[src/ctrl_pkg.sv]
package ctrl_pkg;

    localparam int alu_fn_w = 5;

    localparam logic [alu_fn_w-1:0] alu_add  = 5'd0;
    localparam logic [alu_fn_w-1:0] alu_sub  = 5'd1;
    localparam logic [alu_fn_w-1:0] alu_and  = 5'd2;
    localparam logic [alu_fn_w-1:0] alu_or   = 5'd3;
    localparam logic [alu_fn_w-1:0] alu_xor  = 5'd4;
    localparam logic [alu_fn_w-1:0] alu_sll  = 5'd5;
    localparam logic [alu_fn_w-1:0] alu_srl  = 5'd6;
    localparam logic [alu_fn_w-1:0] alu_sra  = 5'd7;
    localparam logic [alu_fn_w-1:0] alu_slt  = 5'd8;
    localparam logic [alu_fn_w-1:0] alu_sltu = 5'd9;
    localparam logic [alu_fn_w-1:0] alu_jalr = 5'd10;
    // branch compares, evaluated in execute
    localparam logic [alu_fn_w-1:0] br_beq   = 5'd11;
    localparam logic [alu_fn_w-1:0] br_bne   = 5'd12;
    localparam logic [alu_fn_w-1:0] br_blt   = 5'd13;
    localparam logic [alu_fn_w-1:0] br_bge   = 5'd14;
    localparam logic [alu_fn_w-1:0] br_bltu  = 5'd15;
    localparam logic [alu_fn_w-1:0] br_bgeu  = 5'd16;

    localparam int sel_w = 4;

    localparam logic [sel_w-1:0] op1_rs1  = 4'd0;
    localparam logic [sel_w-1:0] op1_pc   = 4'd1;
    localparam logic [sel_w-1:0] op1_none = 4'd2;

    localparam logic [sel_w-1:0] op2_rs2  = 4'd0;
    localparam logic [sel_w-1:0] op2_imi  = 4'd1;
    localparam logic [sel_w-1:0] op2_ims  = 4'd2;
    localparam logic [sel_w-1:0] op2_imb  = 4'd3;   // branch target offset
    localparam logic [sel_w-1:0] op2_imj  = 4'd4;
    localparam logic [sel_w-1:0] op2_imu  = 4'd5;
    localparam logic [sel_w-1:0] op2_none = 4'd6;

    localparam int mem_op_w = 4;

    localparam logic [mem_op_w-1:0] mem_none = 4'd0;
    localparam logic [mem_op_w-1:0] mem_lb   = 4'd1;
    localparam logic [mem_op_w-1:0] mem_lbu  = 4'd2;
    localparam logic [mem_op_w-1:0] mem_lh   = 4'd3;
    localparam logic [mem_op_w-1:0] mem_lhu  = 4'd4;
    localparam logic [mem_op_w-1:0] mem_lw   = 4'd5;
    localparam logic [mem_op_w-1:0] mem_sb   = 4'd6;
    localparam logic [mem_op_w-1:0] mem_sh   = 4'd7;
    localparam logic [mem_op_w-1:0] mem_sw   = 4'd8;

    localparam int wb_sel_w = 4;

    localparam logic [wb_sel_w-1:0] wb_none  = 4'd0;
    localparam logic [wb_sel_w-1:0] wb_alu   = 4'd1;
    localparam logic [wb_sel_w-1:0] wb_pc    = 4'd2;   // link address
    localparam logic [wb_sel_w-1:0] wb_memb  = 4'd3;
    localparam logic [wb_sel_w-1:0] wb_membu = 4'd4;
    localparam logic [wb_sel_w-1:0] wb_memh  = 4'd5;
    localparam logic [wb_sel_w-1:0] wb_memhu = 4'd6;
    localparam logic [wb_sel_w-1:0] wb_memw  = 4'd7;

endpackage

[src/rv_isa_pkg.sv]
package rv_isa_pkg;

    localparam int xlen       = 32;
    localparam int reg_addr_w = 5;
    localparam int num_regs   = 32;

    localparam logic [6:0] op_load   = 7'b0000011;
    localparam logic [6:0] op_store  = 7'b0100011;
    localparam logic [6:0] op_op     = 7'b0110011;
    localparam logic [6:0] op_op_imm = 7'b0010011;
    localparam logic [6:0] op_branch = 7'b1100011;
    localparam logic [6:0] op_jal    = 7'b1101111;
    localparam logic [6:0] op_jalr   = 7'b1100111;
    localparam logic [6:0] op_lui    = 7'b0110111;
    localparam logic [6:0] op_auipc  = 7'b0010111;

    // loads and stores
    localparam logic [2:0] f3_lb  = 3'b000;
    localparam logic [2:0] f3_lh  = 3'b001;
    localparam logic [2:0] f3_lw  = 3'b010;
    localparam logic [2:0] f3_lbu = 3'b100;
    localparam logic [2:0] f3_lhu = 3'b101;
    localparam logic [2:0] f3_sb  = 3'b000;
    localparam logic [2:0] f3_sh  = 3'b001;
    localparam logic [2:0] f3_sw  = 3'b010;

    localparam logic [2:0] f3_add  = 3'b000;   // add, sub, addi
    localparam logic [2:0] f3_sll  = 3'b001;
    localparam logic [2:0] f3_slt  = 3'b010;
    localparam logic [2:0] f3_sltu = 3'b011;
    localparam logic [2:0] f3_xor  = 3'b100;
    localparam logic [2:0] f3_srl  = 3'b101;   // srl, sra
    localparam logic [2:0] f3_or   = 3'b110;
    localparam logic [2:0] f3_and  = 3'b111;

    localparam logic [2:0] f3_beq  = 3'b000;
    localparam logic [2:0] f3_bne  = 3'b001;
    localparam logic [2:0] f3_blt  = 3'b100;
    localparam logic [2:0] f3_bge  = 3'b101;
    localparam logic [2:0] f3_bltu = 3'b110;
    localparam logic [2:0] f3_bgeu = 3'b111;
    localparam logic [2:0] f3_jalr = 3'b000;

    localparam logic [6:0] funct7_alt = 7'b0100000;   // sub / sra

    localparam logic [xlen-1:0] inst_nop = 32'h0000_0013;   // addi x0,x0,0
    localparam logic [xlen-1:0] pc_nop   = 32'h0000_0000;

    // one instruction word, seen in each base format
    typedef union packed {
        struct packed {
            logic [6:0] funct7;
            logic [4:0] rs2;
            logic [4:0] rs1;
            logic [2:0] funct3;
            logic [4:0] rd;
            logic [6:0] opcode;
        } r;
        struct packed {
            logic [11:0] imm_11_0;
            logic [4:0]  rs1;
            logic [2:0]  funct3;
            logic [4:0]  rd;
            logic [6:0]  opcode;
        } i;
        struct packed {
            logic [6:0] imm_11_5;
            logic [4:0] rs2;
            logic [4:0] rs1;
            logic [2:0] funct3;
            logic [4:0] imm_4_0;
            logic [6:0] opcode;
        } s;
        struct packed {
            logic       imm_12;
            logic [5:0] imm_10_5;
            logic [4:0] rs2;
            logic [4:0] rs1;
            logic [2:0] funct3;
            logic [3:0] imm_4_1;
            logic       imm_11;
            logic [6:0] opcode;
        } b;
        struct packed {
            logic [19:0] imm_31_12;
            logic [4:0]  rd;
            logic [6:0]  opcode;
        } u;
        struct packed {
            logic       imm_20;
            logic [9:0] imm_10_1;
            logic       imm_11;
            logic [7:0] imm_19_12;
            logic [4:0] rd;
            logic [6:0] opcode;
        } j;
    } rv_inst_u;

endpackage

[src/ctrl_decode.sv]
module ctrl_decode
    import rv_isa_pkg::*;
    import ctrl_pkg::*;
(
    input  rv_inst_u             inst,
    output logic [alu_fn_w-1:0]  exe_fun,
    output logic [sel_w-1:0]     op1_sel,
    output logic [sel_w-1:0]     op2_sel,
    output logic [mem_op_w-1:0]  mem_op,
    output logic                 rf_wen,
    output logic [wb_sel_w-1:0]  wb_sel,
    output logic                 jmp_flg
);

    // {exe_fun, op1_sel, op2_sel, mem_op, rf_wen, wb_sel}
    logic [alu_fn_w+2*sel_w+mem_op_w+wb_sel_w:0] row;

    always_comb begin
        row = {alu_add, op1_none, op2_none, mem_none, 1'b0, wb_none};   // unknown word
        case (inst.r.opcode)
            op_load: begin
                case (inst.i.funct3)
                    f3_lb:  row = {alu_add, op1_rs1, op2_imi, mem_lb, 1'b1, wb_memb};
                    f3_lbu: row = {alu_add, op1_rs1, op2_imi, mem_lbu, 1'b1, wb_membu};
                    f3_lh:  row = {alu_add, op1_rs1, op2_imi, mem_lh, 1'b1, wb_memh};
                    f3_lhu: row = {alu_add, op1_rs1, op2_imi, mem_lhu, 1'b1, wb_memhu};
                    f3_lw:  row = {alu_add, op1_rs1, op2_imi, mem_lw, 1'b1, wb_memw};
                    default: ;
                endcase
            end
            op_store: begin
                case (inst.s.funct3)
                    f3_sb: row = {alu_add, op1_rs1, op2_ims, mem_sb, 1'b0, wb_none};
                    f3_sh: row = {alu_add, op1_rs1, op2_ims, mem_sh, 1'b0, wb_none};
                    f3_sw: row = {alu_add, op1_rs1, op2_ims, mem_sw, 1'b0, wb_none};
                    default: ;
                endcase
            end
            op_op: begin
                case ({inst.r.funct7, inst.r.funct3})
                    {7'd0, f3_add}:       row = {alu_add, op1_rs1, op2_rs2, mem_none, 1'b1, wb_alu};
                    {funct7_alt, f3_add}: row = {alu_sub, op1_rs1, op2_rs2, mem_none, 1'b1, wb_alu};
                    {7'd0, f3_and}:       row = {alu_and, op1_rs1, op2_rs2, mem_none, 1'b1, wb_alu};
                    {7'd0, f3_or}:        row = {alu_or, op1_rs1, op2_rs2, mem_none, 1'b1, wb_alu};
                    {7'd0, f3_xor}:       row = {alu_xor, op1_rs1, op2_rs2, mem_none, 1'b1, wb_alu};
                    {7'd0, f3_sll}:       row = {alu_sll, op1_rs1, op2_rs2, mem_none, 1'b1, wb_alu};
                    {7'd0, f3_srl}:       row = {alu_srl, op1_rs1, op2_rs2, mem_none, 1'b1, wb_alu};
                    {funct7_alt, f3_srl}: row = {alu_sra, op1_rs1, op2_rs2, mem_none, 1'b1, wb_alu};
                    {7'd0, f3_slt}:       row = {alu_slt, op1_rs1, op2_rs2, mem_none, 1'b1, wb_alu};
                    {7'd0, f3_sltu}:      row = {alu_sltu, op1_rs1, op2_rs2, mem_none, 1'b1, wb_alu};
                    default: ;
                endcase
            end
            op_op_imm: begin
                case (inst.i.funct3)
                    f3_add:  row = {alu_add, op1_rs1, op2_imi, mem_none, 1'b1, wb_alu};
                    f3_and:  row = {alu_and, op1_rs1, op2_imi, mem_none, 1'b1, wb_alu};
                    f3_or:   row = {alu_or, op1_rs1, op2_imi, mem_none, 1'b1, wb_alu};
                    f3_xor:  row = {alu_xor, op1_rs1, op2_imi, mem_none, 1'b1, wb_alu};
                    f3_slt:  row = {alu_slt, op1_rs1, op2_imi, mem_none, 1'b1, wb_alu};
                    f3_sltu: row = {alu_sltu, op1_rs1, op2_imi, mem_none, 1'b1, wb_alu};
                    f3_sll: begin
                        if (inst.r.funct7 == 7'd0)
                            row = {alu_sll, op1_rs1, op2_imi, mem_none, 1'b1, wb_alu};
                    end
                    f3_srl: begin   // shamt sits in rs2, funct7 picks srli or srai
                        if (inst.r.funct7 == 7'd0)
                            row = {alu_srl, op1_rs1, op2_imi, mem_none, 1'b1, wb_alu};
                        else if (inst.r.funct7 == funct7_alt)
                            row = {alu_sra, op1_rs1, op2_imi, mem_none, 1'b1, wb_alu};
                    end
                    default: ;
                endcase
            end
            op_branch: begin
                case (inst.b.funct3)
                    f3_beq:  row = {br_beq, op1_rs1, op2_imb, mem_none, 1'b0, wb_none};
                    f3_bne:  row = {br_bne, op1_rs1, op2_imb, mem_none, 1'b0, wb_none};
                    f3_blt:  row = {br_blt, op1_rs1, op2_imb, mem_none, 1'b0, wb_none};
                    f3_bge:  row = {br_bge, op1_rs1, op2_imb, mem_none, 1'b0, wb_none};
                    f3_bltu: row = {br_bltu, op1_rs1, op2_imb, mem_none, 1'b0, wb_none};
                    f3_bgeu: row = {br_bgeu, op1_rs1, op2_imb, mem_none, 1'b0, wb_none};
                    default: ;
                endcase
            end
            op_jal:   row = {alu_add, op1_pc, op2_imj, mem_none, 1'b1, wb_pc};
            op_jalr: begin
                if (inst.i.funct3 == f3_jalr)
                    row = {alu_jalr, op1_rs1, op2_imi, mem_none, 1'b1, wb_pc};
            end
            op_lui:   row = {alu_add, op1_none, op2_imu, mem_none, 1'b1, wb_alu};
            op_auipc: row = {alu_add, op1_pc, op2_imu, mem_none, 1'b1, wb_alu};
            default: ;
        endcase
    end

    assign {exe_fun, op1_sel, op2_sel, mem_op, rf_wen, wb_sel} = row;

    assign jmp_flg = (inst.j.opcode == op_jal) ||
                     (inst.i.opcode == op_jalr && inst.i.funct3 == f3_jalr);

endmodule

[src/hazard_detect.sv]
module hazard_detect
    import rv_isa_pkg::*;
(
    input  logic [reg_addr_w-1:0] rs1_addr,
    input  logic [reg_addr_w-1:0] rs2_addr,
    input  logic                  exe_rf_wen,
    input  logic [reg_addr_w-1:0] exe_wb_addr,
    input  logic                  mem_rf_wen,
    input  logic [reg_addr_w-1:0] mem_wb_addr,
    input  logic                  wb_rf_wen,
    input  logic [reg_addr_w-1:0] wb_wb_addr,
    output logic                  hazard_stall
);

    // source register still waiting on a write further down the pipe
    function automatic logic pending(input logic [reg_addr_w-1:0] addr);
        pending = (addr != '0) &&
                  ((exe_rf_wen && exe_wb_addr == addr) ||
                   (mem_rf_wen && mem_wb_addr == addr) ||
                   (wb_rf_wen  && wb_wb_addr  == addr));
    endfunction

    always_comb begin
        hazard_stall = pending(rs1_addr) || pending(rs2_addr);
    end

endmodule

[src/id_stage.sv]
module id_stage
    import rv_isa_pkg::*;
    import ctrl_pkg::*;
(
    input  logic                  clk,
    input  logic                  reset,
    input  logic [xlen-1:0]       in_inst,
    input  logic [xlen-1:0]       in_pc,
    input  logic                  mem_stall,
    input  logic                  flush,
    input  logic                  exe_rf_wen,
    input  logic [reg_addr_w-1:0] exe_wb_addr,
    input  logic                  mem_rf_wen,
    input  logic [reg_addr_w-1:0] mem_wb_addr,
    input  logic                  wb_rf_wen,
    input  logic [reg_addr_w-1:0] wb_wb_addr,
    input  logic                  rf_we,
    input  logic [reg_addr_w-1:0] rf_waddr,
    input  logic [xlen-1:0]       rf_wdata,
    output logic [xlen-1:0]       out_pc,
    output logic [alu_fn_w-1:0]   exe_fun,
    output logic [xlen-1:0]       op1_data,
    output logic [xlen-1:0]       op2_data,
    output logic [xlen-1:0]       rs2_data,
    output logic [mem_op_w-1:0]   mem_op,
    output logic                  rf_wen,
    output logic [wb_sel_w-1:0]   wb_sel,
    output logic [reg_addr_w-1:0] wb_addr,
    output logic                  jmp_flg,
    output logic                  hazard_stall
);

    rv_inst_u              id_inst;
    logic [xlen-1:0]       id_pc;
    logic [xlen-1:0]       rf_rs1_data;
    logic [xlen-1:0]       rf_rs2_data;
    logic [xlen-1:0]       imm_i;
    logic [xlen-1:0]       imm_s;
    logic [xlen-1:0]       imm_b;
    logic [xlen-1:0]       imm_j;
    logic [xlen-1:0]       imm_u;
    logic [alu_fn_w-1:0]   dec_exe_fun;
    logic [sel_w-1:0]      op1_sel;
    logic [sel_w-1:0]      op2_sel;
    logic [mem_op_w-1:0]   dec_mem_op;
    logic                  dec_rf_wen;
    logic [wb_sel_w-1:0]   dec_wb_sel;
    logic                  dec_jmp_flg;

    inst_latch inst_latch_i (
        .clk          (clk),
        .reset        (reset),
        .in_inst      (in_inst),
        .in_pc        (in_pc),
        .mem_stall    (mem_stall),
        .hazard_stall (hazard_stall),
        .flush        (flush),
        .id_inst      (id_inst),
        .id_pc        (id_pc)
    );

    reg_file reg_file_i (
        .clk      (clk),
        .reset    (reset),
        .rs1_addr (id_inst.r.rs1),
        .rs2_addr (id_inst.r.rs2),
        .rs1_data (rf_rs1_data),
        .rs2_data (rf_rs2_data),
        .we       (rf_we),
        .waddr    (rf_waddr),
        .wdata    (rf_wdata)
    );

    imm_gen imm_gen_i (
        .inst  (id_inst),
        .imm_i (imm_i),
        .imm_s (imm_s),
        .imm_b (imm_b),
        .imm_j (imm_j),
        .imm_u (imm_u)
    );

    ctrl_decode ctrl_decode_i (
        .inst    (id_inst),
        .exe_fun (dec_exe_fun),
        .op1_sel (op1_sel),
        .op2_sel (op2_sel),
        .mem_op  (dec_mem_op),
        .rf_wen  (dec_rf_wen),
        .wb_sel  (dec_wb_sel),
        .jmp_flg (dec_jmp_flg)
    );

    hazard_detect hazard_detect_i (
        .rs1_addr     (id_inst.r.rs1),
        .rs2_addr     (id_inst.r.rs2),
        .exe_rf_wen   (exe_rf_wen),
        .exe_wb_addr  (exe_wb_addr),
        .mem_rf_wen   (mem_rf_wen),
        .mem_wb_addr  (mem_wb_addr),
        .wb_rf_wen    (wb_rf_wen),
        .wb_wb_addr   (wb_wb_addr),
        .hazard_stall (hazard_stall)
    );

    operand_stage operand_stage_i (
        .clk          (clk),
        .reset        (reset),
        .id_pc        (id_pc),
        .id_inst      (id_inst),
        .rf_rs1_data  (rf_rs1_data),
        .rf_rs2_data  (rf_rs2_data),
        .imm_i        (imm_i),
        .imm_s        (imm_s),
        .imm_b        (imm_b),
        .imm_j        (imm_j),
        .imm_u        (imm_u),
        .dec_exe_fun  (dec_exe_fun),
        .op1_sel      (op1_sel),
        .op2_sel      (op2_sel),
        .dec_mem_op   (dec_mem_op),
        .dec_rf_wen   (dec_rf_wen),
        .dec_wb_sel   (dec_wb_sel),
        .dec_jmp_flg  (dec_jmp_flg),
        .mem_stall    (mem_stall),
        .hazard_stall (hazard_stall),
        .out_pc       (out_pc),
        .exe_fun      (exe_fun),
        .op1_data     (op1_data),
        .op2_data     (op2_data),
        .rs2_data     (rs2_data),
        .mem_op       (mem_op),
        .rf_wen       (rf_wen),
        .wb_sel       (wb_sel),
        .wb_addr      (wb_addr),
        .jmp_flg      (jmp_flg)
    );

endmodule

[src/imm_gen.sv]
module imm_gen
    import rv_isa_pkg::*;
(
    input  rv_inst_u        inst,
    output logic [xlen-1:0] imm_i,
    output logic [xlen-1:0] imm_s,
    output logic [xlen-1:0] imm_b,
    output logic [xlen-1:0] imm_j,
    output logic [xlen-1:0] imm_u
);

    assign imm_i = {{(xlen-12){inst.i.imm_11_0[11]}}, inst.i.imm_11_0};
    assign imm_s = {{(xlen-12){inst.s.imm_11_5[6]}}, inst.s.imm_11_5, inst.s.imm_4_0};

    // bit 0 of branch and jump offsets is implied
    assign imm_b = {{(xlen-12){inst.b.imm_12}}, inst.b.imm_11, inst.b.imm_10_5,
                    inst.b.imm_4_1, 1'b0};
    assign imm_j = {{(xlen-20){inst.j.imm_20}}, inst.j.imm_19_12, inst.j.imm_11,
                    inst.j.imm_10_1, 1'b0};

    assign imm_u = {inst.u.imm_31_12, 12'd0};

endmodule

[src/inst_latch.sv]
module inst_latch
    import rv_isa_pkg::*;
(
    input  logic            clk,
    input  logic            reset,
    input  logic [xlen-1:0] in_inst,
    input  logic [xlen-1:0] in_pc,
    input  logic            mem_stall,
    input  logic            hazard_stall,
    input  logic            flush,
    output rv_inst_u        id_inst,
    output logic [xlen-1:0] id_pc
);

    // flush wins over both stalls
    always_ff @(posedge clk) begin
        if (reset || flush) begin
            id_inst <= inst_nop;
            id_pc   <= pc_nop;
        end else if (!mem_stall && !hazard_stall) begin
            id_inst <= in_inst;
            id_pc   <= in_pc;
        end
    end

endmodule

[src/operand_stage.sv]
module operand_stage
    import rv_isa_pkg::*;
    import ctrl_pkg::*;
(
    input  logic                  clk,
    input  logic                  reset,
    input  logic [xlen-1:0]       id_pc,
    input  rv_inst_u              id_inst,
    input  logic [xlen-1:0]       rf_rs1_data,
    input  logic [xlen-1:0]       rf_rs2_data,
    input  logic [xlen-1:0]       imm_i,
    input  logic [xlen-1:0]       imm_s,
    input  logic [xlen-1:0]       imm_b,
    input  logic [xlen-1:0]       imm_j,
    input  logic [xlen-1:0]       imm_u,
    input  logic [alu_fn_w-1:0]   dec_exe_fun,
    input  logic [sel_w-1:0]      op1_sel,
    input  logic [sel_w-1:0]      op2_sel,
    input  logic [mem_op_w-1:0]   dec_mem_op,
    input  logic                  dec_rf_wen,
    input  logic [wb_sel_w-1:0]   dec_wb_sel,
    input  logic                  dec_jmp_flg,
    input  logic                  mem_stall,
    input  logic                  hazard_stall,
    output logic [xlen-1:0]       out_pc,
    output logic [alu_fn_w-1:0]   exe_fun,
    output logic [xlen-1:0]       op1_data,
    output logic [xlen-1:0]       op2_data,
    output logic [xlen-1:0]       rs2_data,
    output logic [mem_op_w-1:0]   mem_op,
    output logic                  rf_wen,
    output logic [wb_sel_w-1:0]   wb_sel,
    output logic [reg_addr_w-1:0] wb_addr,
    output logic                  jmp_flg
);

    logic [xlen-1:0] op1_next;
    logic [xlen-1:0] op2_next;

    always_comb begin
        case (op1_sel)
            op1_rs1: op1_next = rf_rs1_data;
            op1_pc:  op1_next = id_pc;
            default: op1_next = '0;   // lui and unknown words
        endcase
        case (op2_sel)
            op2_rs2: op2_next = rf_rs2_data;
            op2_imi: op2_next = imm_i;
            op2_ims: op2_next = imm_s;
            op2_imb: op2_next = imm_b;
            op2_imj: op2_next = imm_j;
            op2_imu: op2_next = imm_u;
            default: op2_next = '0;
        endcase
    end

    // mem_stall freezes, hazard_stall inserts a bubble
    always_ff @(posedge clk) begin
        if (reset || (hazard_stall && !mem_stall)) begin
            out_pc   <= pc_nop;
            exe_fun  <= alu_add;
            op1_data <= '0;
            op2_data <= '0;
            rs2_data <= '0;
            mem_op   <= mem_none;
            rf_wen   <= 1'b0;
            wb_sel   <= wb_none;
            wb_addr  <= '0;
            jmp_flg  <= 1'b0;
        end else if (!mem_stall) begin
            out_pc   <= id_pc;
            exe_fun  <= dec_exe_fun;
            op1_data <= op1_next;
            op2_data <= op2_next;
            rs2_data <= rf_rs2_data;   // store data, branch compare
            mem_op   <= dec_mem_op;
            rf_wen   <= dec_rf_wen;
            wb_sel   <= dec_wb_sel;
            wb_addr  <= id_inst.r.rd;
            jmp_flg  <= dec_jmp_flg;
        end
    end

endmodule

[src/reg_file.sv]
module reg_file (
    input  logic        clk,
    input  logic        reset,
    input  logic [4:0]  rs1_addr,
    input  logic [4:0]  rs2_addr,
    output logic [31:0] rs1_data,
    output logic [31:0] rs2_data,
    input  logic        we,
    input  logic [4:0]  waddr,
    input  logic [31:0] wdata
);

    logic [31:0] regs [1:31];   // no storage for x0

    always_ff @(posedge clk) begin
        if (reset) begin
            for (int i = 1; i < 32; i++) begin
                regs[i] <= '0;
            end
        end else if (we && waddr != 5'd0) begin
            regs[waddr] <= wdata;
        end
    end

    // no bypass, the hazard stall covers pending writes
    assign rs1_data = (rs1_addr == 5'd0) ? 32'd0 : regs[rs1_addr];
    assign rs2_data = (rs2_addr == 5'd0) ? 32'd0 : regs[rs2_addr];

endmodule

[config.mk]
export PLATFORM = sky130hd
export DESIGN_NAME = id_stage
export DESIGN_NICKNAME = d
export VERILOG_FILES = /design/src/ctrl_pkg.sv /design/src/rv_isa_pkg.sv /design/src/ctrl_decode.sv /design/src/hazard_detect.sv /design/src/id_stage.sv /design/src/imm_gen.sv /design/src/inst_latch.sv /design/src/operand_stage.sv /design/src/reg_file.sv
export SDC_FILE = /design/constraint.sdc
export NUM_CORES = 2
export LEC_CHECK = 0
export BUFFER_PORTS_ARGS = -buffer_cell sky130_fd_sc_hd__buf_2
export CORE_ASPECT_RATIO = 2
export CORE_MARGIN = 2
export CORE_UTILIZATION = 60
export DETAILED_ROUTE_END_ITERATION = 12
export PLACE_DENSITY = 0.78
export RECOVER_POWER = 100
export SYNTH_ARGS = -nofsm -noshare
export SYNTH_HDL_FRONTEND = slang
export SYNTH_SLANG_ARGS = --single-unit
[constraint.sdc]
create_clock -name clk -period 4.1 [get_ports clk]
set_input_delay 0 -clock clk [delete_from_list [all_inputs] [get_ports clk]]
set_output_delay 0 -clock clk [all_outputs]
set_load 0.005 [all_outputs]
==> key figures <==
Synth
  – Synth area leaders: edfxtp_1 (48%), mux4_2 (21%), and2_1 (9.8%)
  – Ys Warns: 0
  – #FFs+latches synth: 1245
  – Async SR Flop Fraction: 0
  – Mapped Cells: 4304
  – Top FF cell, synth: edfxtp_1
  – Seq/Total Area, Yosys: 0.554
  – Synthesized area: 0.0635 mm^2
  – Top-area cell type share of the netlist area: 0.484
  – Cell variety after synth: 72
  – Leading area contributor after synthesis: edfxtp_1
  – Number of flops mapped to enable cells by yosys: 1024
  – Syn Area/Cell: 14.8 um^2

Timing
  – Fmax: 252 MHz
  – Worst slew margin: -1.02
  – Setup tns final: 0 ns
  – Skew final: 0.0467 ns
  – Max-slew violation count: 893
  – RSZ-0062 raised after global routing: false
  – Least-Margin Pin Slew: 3.02 ns
  – Fin crit period: 3.97 ns
  – Worst Setup Slack, final: 0.126 ns
  – Final Setup Violations: 0
  – Endpoints failing hold: 0
  – Crit share post-route: 0.969

Final layout
  – Fin nets: 4677
  – # fillers: 7159
  – Multi-input logic area: 0.0265 mm^2
  – Final non-filler cell area: 0.0707 mm^2
  – Synth-to-Final Area Change: 11.4%
  – Share of cells above drive strength 1: 0.243
  – Reg area: 0.0352 mm^2
  – Core Util, Final: 0.674

Floorplan
  – Die area: 0.109 mm^2
  – Num rows: 168
  – IO Count: 273
  – Die width: 234 um
  – Chip height: 464 um
  – Initial Utilization: 0.605
  – Area of the core: 0.105 mm^2

Pwr
  – P per Cell Area: 404 mW/mm^2
  – Combinational share of power: 0.110
  – Cell-internal power: 21.5 mW
  – Leakage power total: 23.2 nW
  – Sw Pwr: 7.10 mW
  – Total power: 28.6 mW
  – Sequential share of power: 0.516
  – Clock share of power: 0.374
  – Switch share: 0.249
  – VDD IR-drop max: 354 uV

Route
  – Drt first pass iters: 6
  – Routed WL: 216 mm
  – Via count: 42.7k
  – DR WL/cell: 35.9 um
  – DRT iter0 DRCs: 5609
  – Drt drc: 0
  – Post-route ant nets: 0
  – Vias per inst: 7.09

Clock network
  – H-tree Lvls: 3
  – Post-CTS setup buffers: 0
  – Clock Root Buffer: clkbuf_16
  – Total CTS buffers: 106
  – Hold bufs inserted after CTS: 110
  – Quantity of gates resized following cts: 0
  – CTS tree: built
  – Latest clock arrival within the worst-skew pair: 0.76 ns
  – CTS max path bufs: 3
  – Clock transition at path regs: 0.07 ns
  – Sink Count: 1245

Placed design
  – DP Worst Slack: 0.954 ns
  – Placed Area: 0.0669 mm^2
  – Final Wtd Congestion: 1.05
  – Hpwl dp: 132 mm
  – IO Port Bufs: 271

Hold path
  – Hold Crit Class: input pin to flop
  – Worst Hold Depth: 3
  – Hold path endpoint: inst_latch_i.id_pc[4]$_SDFFE_PP0P_
  – Hold_sp: flush

GRT
  – Gr usage total: 0.402
  – Met3 Use GR: 0.133
  – GRT met1 Usage: 0.431
  – GR peak layer: met2
  – Antenna violations before repair: 22
  – Grt ovf: 0
  – Vias in the first global route: 43.9k
  – Largest net degree at the start of global routing: 92
  – Global-route wire length before repair: 303 mm
  – Met2 Track Usage GR: 0.642

Outcome
  – Status: complete, but fails checks
  – Failing checks: max-capacitance violations, max-slew violations

Worst setup path
  – CP arrival: 4.35 ns
  – Launch point of the worst reg-to-reg path: inst_latch_i.id_inst[12]$_SDFFE_PP0P_
  – WS Path Type: input pin to flop
  – R2R cell count: 9
  – Worst r2r dst: operand_stage_i.exe_fun[3]$_SDFFE_PP0N_
  – Startpoint types: input pin
  – Worst setup EP type: flop
  – Reg2Reg Setup Slack: 0.17 ns
  – Required @ worst endpoint: 4.47 ns
  – Worst-path fanout max: 23

Job
  – Max-cap viol count: 42
-- synthesized netlist by cell type, types with 4 or more instances --
| library cell | count |
|---|---|
| a21oi_1 | 109 |
| buf_2 | 85 |
| nor2_4 | 22 |
| nand3b_1 | 6 |
| nand4_1 | 14 |
| a211oi_1 | 21 |
| dfxtp_1 | 221 |
| mux2i_1 | 125 |
| o2bb2a_1 | 10 |
| buf_4 | 8 |
| nand2_1 | 103 |
| buf_6 | 8 |
| or3b_2 | 4 |
| a221oi_1 | 16 |
| edfxtp_1 | 1024 |
| a311oi_1 | 5 |
| a22oi_1 | 60 |
| nor3_1 | 16 |
| nor2b_1 | 8 |
| inv_1 | 11 |
| mux4_2 | 603 |
| nor4_1 | 7 |
| a221oi_2 | 5 |
| xnor2_1 | 18 |
| o211ai_1 | 12 |
| nor2_1 | 196 |
| buf_1 | 20 |
| nor2_2 | 13 |
| mux2_2 | 32 |
| or2_2 | 5 |
| and2_1 | 997 |
| o21ai_0 | 38 |
| nand2b_1 | 13 |
| nand3_1 | 30 |
| a221o_1 | 10 |
| clkbuf_1 | 321 |
| xor2_1 | 13 |
| and3_1 | 25 |
| o22ai_1 | 18 |
-- registers in the layout, indices dropped and copies added, names as in the netlist, 4 cells and up, named ones only --
| name | flops |
|---|---|
| operand_stage_i.wb_addr | 5 |
| operand_stage_i.out_pc | 32 |
| reg_file_i.regs | 1024 |
| operand_stage_i.op1_data | 32 |
| operand_stage_i.op2_data | 32 |
| inst_latch_i.id_pc | 32 |
| operand_stage_i.mem_op | 4 |
| inst_latch_i.id_inst | 32 |
| operand_stage_i.rs2_data | 32 |
| operand_stage_i.exe_fun | 5 |
-- layout by cell type (no fill, tap or decap), types with 29 or more instances in the layout --
cell and n:
clkbuf_2 40, nor2_1 198, mux2i_1 125, a21oi_1 109, conb_1 33, mux4_2 603
buf_2 114, buf_4 76, and2_1 475, clkbuf_1 208, and2_0 522, nand2_1 103
dlygate4sd3_1 110, edfxtp_1 1024, dfxtp_1 212, a22oi_1 60, clkbuf_16 109, mux2_2 32
nand3_1 29
-- cells by family after synthesis --
kind of cell / count (synthesis) / share of synthesized area
and+or+nand+nor: 1479 / 0.136
DFF: 1245 / 0.554
muxes: 760 / 0.239
buffers and inverters: 455 / 0.0305
AOI/OAI and AO/OA: 333 / 0.0357
xor gates and xnor gates: 31 / 0.00428
other: 1 / 0.0000591
-- routing by layer --
layer	wire, um	up-vias
li1	-	16800
met4	21300	26
met1	62600	21300
met5	167	-
met2	104000	3363
met3	27900	1135
-- how the worst max path moves through the flow --
stage	depth (start not counted)	endpoint	from	slack [ns]
CTS	9	inst_latch_i.id_inst[1]$_SDFFE_PP1P_	inst_latch_i.id_inst[20]$_SDFFE_PP0P_	0.73
floorplan	6	reg_file_i.regs[20][0]$_SDFFCE_PN0P_	reset	0.64
global placement	8	operand_stage_i.rs2_data[7]$_SDFFE_PP0N_	inst_latch_i.id_inst[22]$_SDFFE_PP0P_	0.88
global route	7	operand_stage_i.op2_data[24]$_SDFFE_PP0N_	flop	0.16
finish	8	reg_file_i.regs[16][14]$_SDFFCE_PN0P_	reset	0.13
detailed placement	8	operand_stage_i.op2_data[25]$_SDFFE_PP0N_	flop	0.95
-- per-stage QoR --
| step | std cells | hold WS, ns |
|---|---|---|
| final | 6017 | 0.00980 |
| after global placement | 5695 | 0.216 |
| after detailed placement | 5695 | 0.220 |
| after floorplan | 4336 | 0.0989 |
| after CTS | 6003 | 0.000731 |
| after global routing | 6006 | 0.0269 |
-- worst max-delay path, cell delays in order --
cell	delay [ns]
dlygate4sd3_1	0.54
clkbuf_1	0.22
clkinv_1	0.11
nand2_1	0.07
nor2_1	0.12
nand3b_1	0.25
o21ai_0	1.99
buf_2	0.99
-- layout make-up --
class,count,area share
tap,1360,0.0241
antenna,14,0.000495
clock buffer,134,0.0400
sequential,1245,0.498
clock inverter,64,0.0107
inverter,11,0.000584
multi-input combinational,2636,0.375
timing repair buffer,553,0.0514
-- power groups by stage --
stage          sequential, mW  clock (mW)  combinational, mW
2_1_floorplan            14.8           0               1.87
3_3_place_gp             14.9           0               2.95
3_5_place_dp             15.0           0               2.98
4_1_cts                  14.7        10.7               3.08
5_1_grt                  14.8        11.1               3.22
6_report                 14.8        10.7               3.15
(Power assumes the default switching activity.)
